### src/design/cpu_bus_pkg.sv
`default_nettype none

package cpu_bus_pkg;

	// One data-bus request as the core presents it in a cycle.
	typedef struct packed {
		logic [31:0] addr;
		logic [31:0] wdata;
		logic [3:0]  wmask;
		logic        wen;
	} data_req_t;

	// Word index of a register inside the timer region.
	typedef enum logic [1:0] {
		MTIME_LO    = 2'd0,
		MTIME_HI    = 2'd1,
		MTIMECMP_LO = 2'd2,
		MTIMECMP_HI = 2'd3
	} timer_reg_e;

	// Replaces the bytes of old_word whose mask bit is set.
	function automatic logic [31:0] merge_bytes(
		input logic [31:0] old_word,
		input logic [31:0] new_word,
		input logic [3:0]  mask
	);
		logic [31:0] merged;
		merged = old_word;
		for (int lane = 0; lane < 4; lane++)
		begin
			if (mask[lane])
				merged[8*lane +: 8] = new_word[8*lane +: 8];
		end
		return merged;
	endfunction

endpackage

`default_nettype wire

### src/design/data_bus_fabric.sv
`timescale 1ns/1ns
`default_nettype none

module data_bus_fabric
	import cpu_bus_pkg::*;
#(
	parameter int MEM_ADDR_W = 9
) (
	input  wire             clk_i,
	input  wire             reset_i,
	input  wire data_req_t  data_req_i,
	input  wire [31:0]      sram_rdata_i,
	input  wire [31:0]      timer_rdata_i,
	output logic            sram_sel_o,
	output data_req_t       timer_req_o,
	output logic            timer_sel_o,
	output logic [31:0]     data_o
);

	// The bit just above the SRAM word range picks the region.
	localparam int REGION_BIT = MEM_ADDR_W + 2;

	logic      region_timer;
	logic      timer_sel;
	logic      timer_sel_q;
	data_req_t timer_req_q;

	assign region_timer = data_req_i.addr[REGION_BIT];

	// Neither target is selected while reset is held.
	assign sram_sel_o = !region_timer && reset_i;
	assign timer_sel  = region_timer && reset_i;

	// The timer sees the request one cycle after the SRAM does.
	always_ff @(posedge clk_i or negedge reset_i)
	begin
		if (!reset_i)
			timer_req_q <= '0;
		else
			timer_req_q <= data_req_i;
	end

	// The same registered select marks which read data is valid now.
	always_ff @(posedge clk_i or negedge reset_i)
	begin
		if (!reset_i)
			timer_sel_q <= 1'b0;
		else
			timer_sel_q <= timer_sel;
	end

	assign timer_req_o = timer_req_q;
	assign timer_sel_o = timer_sel_q;

	// SRAM data is registered inside the SRAM and timer data is decoded from the
	// registered request, so both are valid one cycle after the request.
	assign data_o = timer_sel_q ? timer_rdata_i : sram_rdata_i;

	a_one_region: assert property (
		@(posedge clk_i) disable iff (!reset_i)
		!(sram_sel_o && timer_sel)
	) else $error("request decoded into both regions");

endmodule

`default_nettype wire

### config.mk
export PLATFORM = sky130hd
export DESIGN_NAME = data_bus_fabric
export DESIGN_NICKNAME = d
export VERILOG_FILES = /design/src/design/cpu_bus_pkg.sv /design/src/design/data_bus_fabric.sv
export SDC_FILE = /design/constraint.sdc
export NUM_CORES = 1
export LEC_CHECK = 0
export ABC_AREA = 1
export BUFFER_PORTS_ARGS = -buffer_cell sky130_fd_sc_hd__buf_2
export CAP_MARGIN = 25
export CORE_AREA = 5 5 92 94
export CTS_CLUSTER_SIZE = 16
export DETAILED_ROUTE_END_ITERATION = 10
export DIE_AREA = 0 0 97 99
export PLACE_DENSITY = 0.83
export REMOVE_ABC_BUFFERS = 1
export SETUP_SLACK_MARGIN = 0.15
export SYNTH_ARGS = -nofsm -noshare
export SYNTH_HDL_FRONTEND = slang
export SYNTH_SLANG_ARGS = --single-unit
export TNS_END_PERCENT = 5
### constraint.sdc
create_clock -name clk_i -period 1 [get_ports clk_i]
set_input_delay 0.2 -clock clk_i [delete_from_list [all_inputs] [get_ports clk_i]]
set_output_delay 0.2 -clock clk_i [all_outputs]
set_load 0.1 [all_outputs]
==> flow_summary.yaml <==
sta:
  tns_ps: -27480
  min_period_ps: 1616
  clock.fmax_ghz: 0.6187
  drv_slew: 0
  post-route-period-util: 1.616
  worst-slew-pin-transition_ps: 360.7
  rsz0062_at_grt: "true"
  hold_slack_ps: -144.2
  hold_violations: 70
  slew-limit-headroom: 0.7596
  finalWorstSetupSlack_ps: -616.2
  setup_violations: 102
detailed_routing:
  routed_wirelength_um: 12460
  drcViolationCount: 0
  ant_nets: 0
  avgRoutedWirePerCell_um: 20.43
  drt-initial-drc-count: 63
  drt-vias-per-instance: 4.320
  vias: 2635
  drt-pass1-iter-count: 4
grt:
  grt_max_degree: 72
  antenna_found_initial: 2
  grt_pass1_vias: 3099
  grt_pass1_wl_um: 18460
  track_usage: 0.2583
  grt_overflow: 0
logic_synthesis:
  synth_top_area_cell: "dfrtp_1"
  ys.flop_type: "dfrtp_1"
  yosysWarnings: 0
  synth.most_common_cell: "nand2_1"
  syn_area_per_cell_um2: 12.69
  synth_area_leaders: "dfrtp_1, nand2_1, nand2_2"
  synth.distinct_cells: 9
  synth_top_cells_by_count: "nand2_1, dfrtp_1, nand2_2"
  netlist_area_um2: 2258
  synth-edff-count: 0
  netlist_instances: 178
  synth_top_area_share: 0.7756
  yosysSeqAreaShare: 0.7756
  async_flop_share: 1.000
  ys_ff_latch: 70
layout:
  syn2layout_area_growth_pct: 180.1
  final_area_um2: 6325
  multi_input_area_um2: 575.6
  nets: 636
  utilization: 0.8358
  drive_gt1_frac: 0.6818
  fillCellCount: 378
  ff_latch_area_um2: 1753
hold_path:
  hold_path_class: "in -> async"
worst_setup_path:
  critPathLaunchType: "flop"
  end_kind: "primary output"
  crit_required_ps: 800
  crit_type: "reg -> out"
  cp.arrival_ps: 1420
  crit_fanout: 9
placed_design:
  placed_area_um2: 5066
  numPortBuffers: 237
  gp_congestion: 0.8663
  dpl_worst_slack_ps: -326.4
  dp_hpwl_um: 7844
clock_tree:
  cts_sinks: 70
  clkTransAtPathRegs_ps: 70
  cts_tree: "yes"
  clockBufferDepth: 2
  cts-buffers-inserted: 9
  htree_levels: 3
  root_buffer: "clkbuf_8"
floorplanning:
  die_w_um: 97
  core_area_um2: 7567
  die_h_um: 99
  initial_core_util: 0.2984
  die_area_um2: 9603
  rows: 32
  ios: 238
status:
  status: "complete, but fails checks"
  violations: "hold timing, setup timing"
pwr:
  p_leak_nw: 3.119
  irDropWorstVdd_mv: 1.226
  powerDensity_nw_per_um2: 1510
  finalPower_mw: 9.550
run:
  max_cap_violations: 0
cells in the final DEF, fill, tap and decap left out, drive strengths merged:
cell and n:
clkinvlp 1, diode 2, inv 4, nand2 97, nor2 1, clkbuf 10
buf 247, dfrtp 70, dlygate4sd3 69, clkinv 5, bufinv 2
critical path, stage by stage, from the launching register on:
cell and delay, ps:
dfrtp_2 460, buf_6 150, buf_16 140, nand2_1 90
nand2_2 70, buf_12 160
layer usage:
metal,global-route usage,up-vias,part of all wire
li1,-,1180,-
met1,0.2530,1255,0.32
met2,0.4687,173,0.54
met3,0.1238,27,0.11
met4,0.1026,0,0.032
met5,0,-,0
state kept, by name, indices dropped and copies added, names as in the netlist:
name         count
timer_req_o     69
timer_sel_o      1
stage by stage:
step / hold slack, ps / cells
2_1_floorplan: -95.59 / 171
3_3_place_gp: 259.8 / 514
3_5_place_dp: 277.5 / 514
4_1_cts: -117.8 / 606
5_1_grt: -125.2 / 609
6_report: -144.2 / 610
power breakdown:
group | leakage, nW | total, mW | switching, mW | internal [mW]
Clock | 0.106 | 2.45 | 1.05 | 1.40
Sequential | 0.816 | 3.11 | 0.137 | 2.98
Combinational | 2.20 | 3.99 | 2.51 | 1.48
layout make-up:
class	instances	area share
Timing Repair Buffer	316	0.5672
Sequential cell	70	0.2772
Multi-Input combinational cell	98	0.09100
Clock buffer	10	0.02018
Tap cell	102	0.02018
Clock inverter	6	0.01365
Timing Repair inverter	3	0.006924
Inverter	3	0.002967
Antenna cell	2	0.0007913
worst paths after layout:
path,startpoint,to,slack (ps),cells past startpoint
max,timer_sel_o,data_o[10],-620,5
min,reset_i,timer_req_o[55],-140,2
max in group asynchronous,reset_i,timer_req_o[15],860,2
min in group clk_i,data_req_i[48],timer_sel_o,100,3
cells by family (layout without fill, tap and decap cells):
logic type,count (synthesis),after routing,synth area share
buffers and inverters,10,338,0.05042
DFF,70,70,0.7756
other,0,2,0
and+or+nand+nor,98,98,0.1740
what timing repair did:
item / 4_1_cts / 5_1_grt
setup buffers: 3 / 1
hold buffers: 68 / 1
setup endpoints to repair: 103 / 103
gates resized for setup: 56 / 38
gates cloned: 5 / 0
endpoints found under the hold margin: 138 / 71
pin swaps: 6 / 13
(Power assumes the default switching activity.)
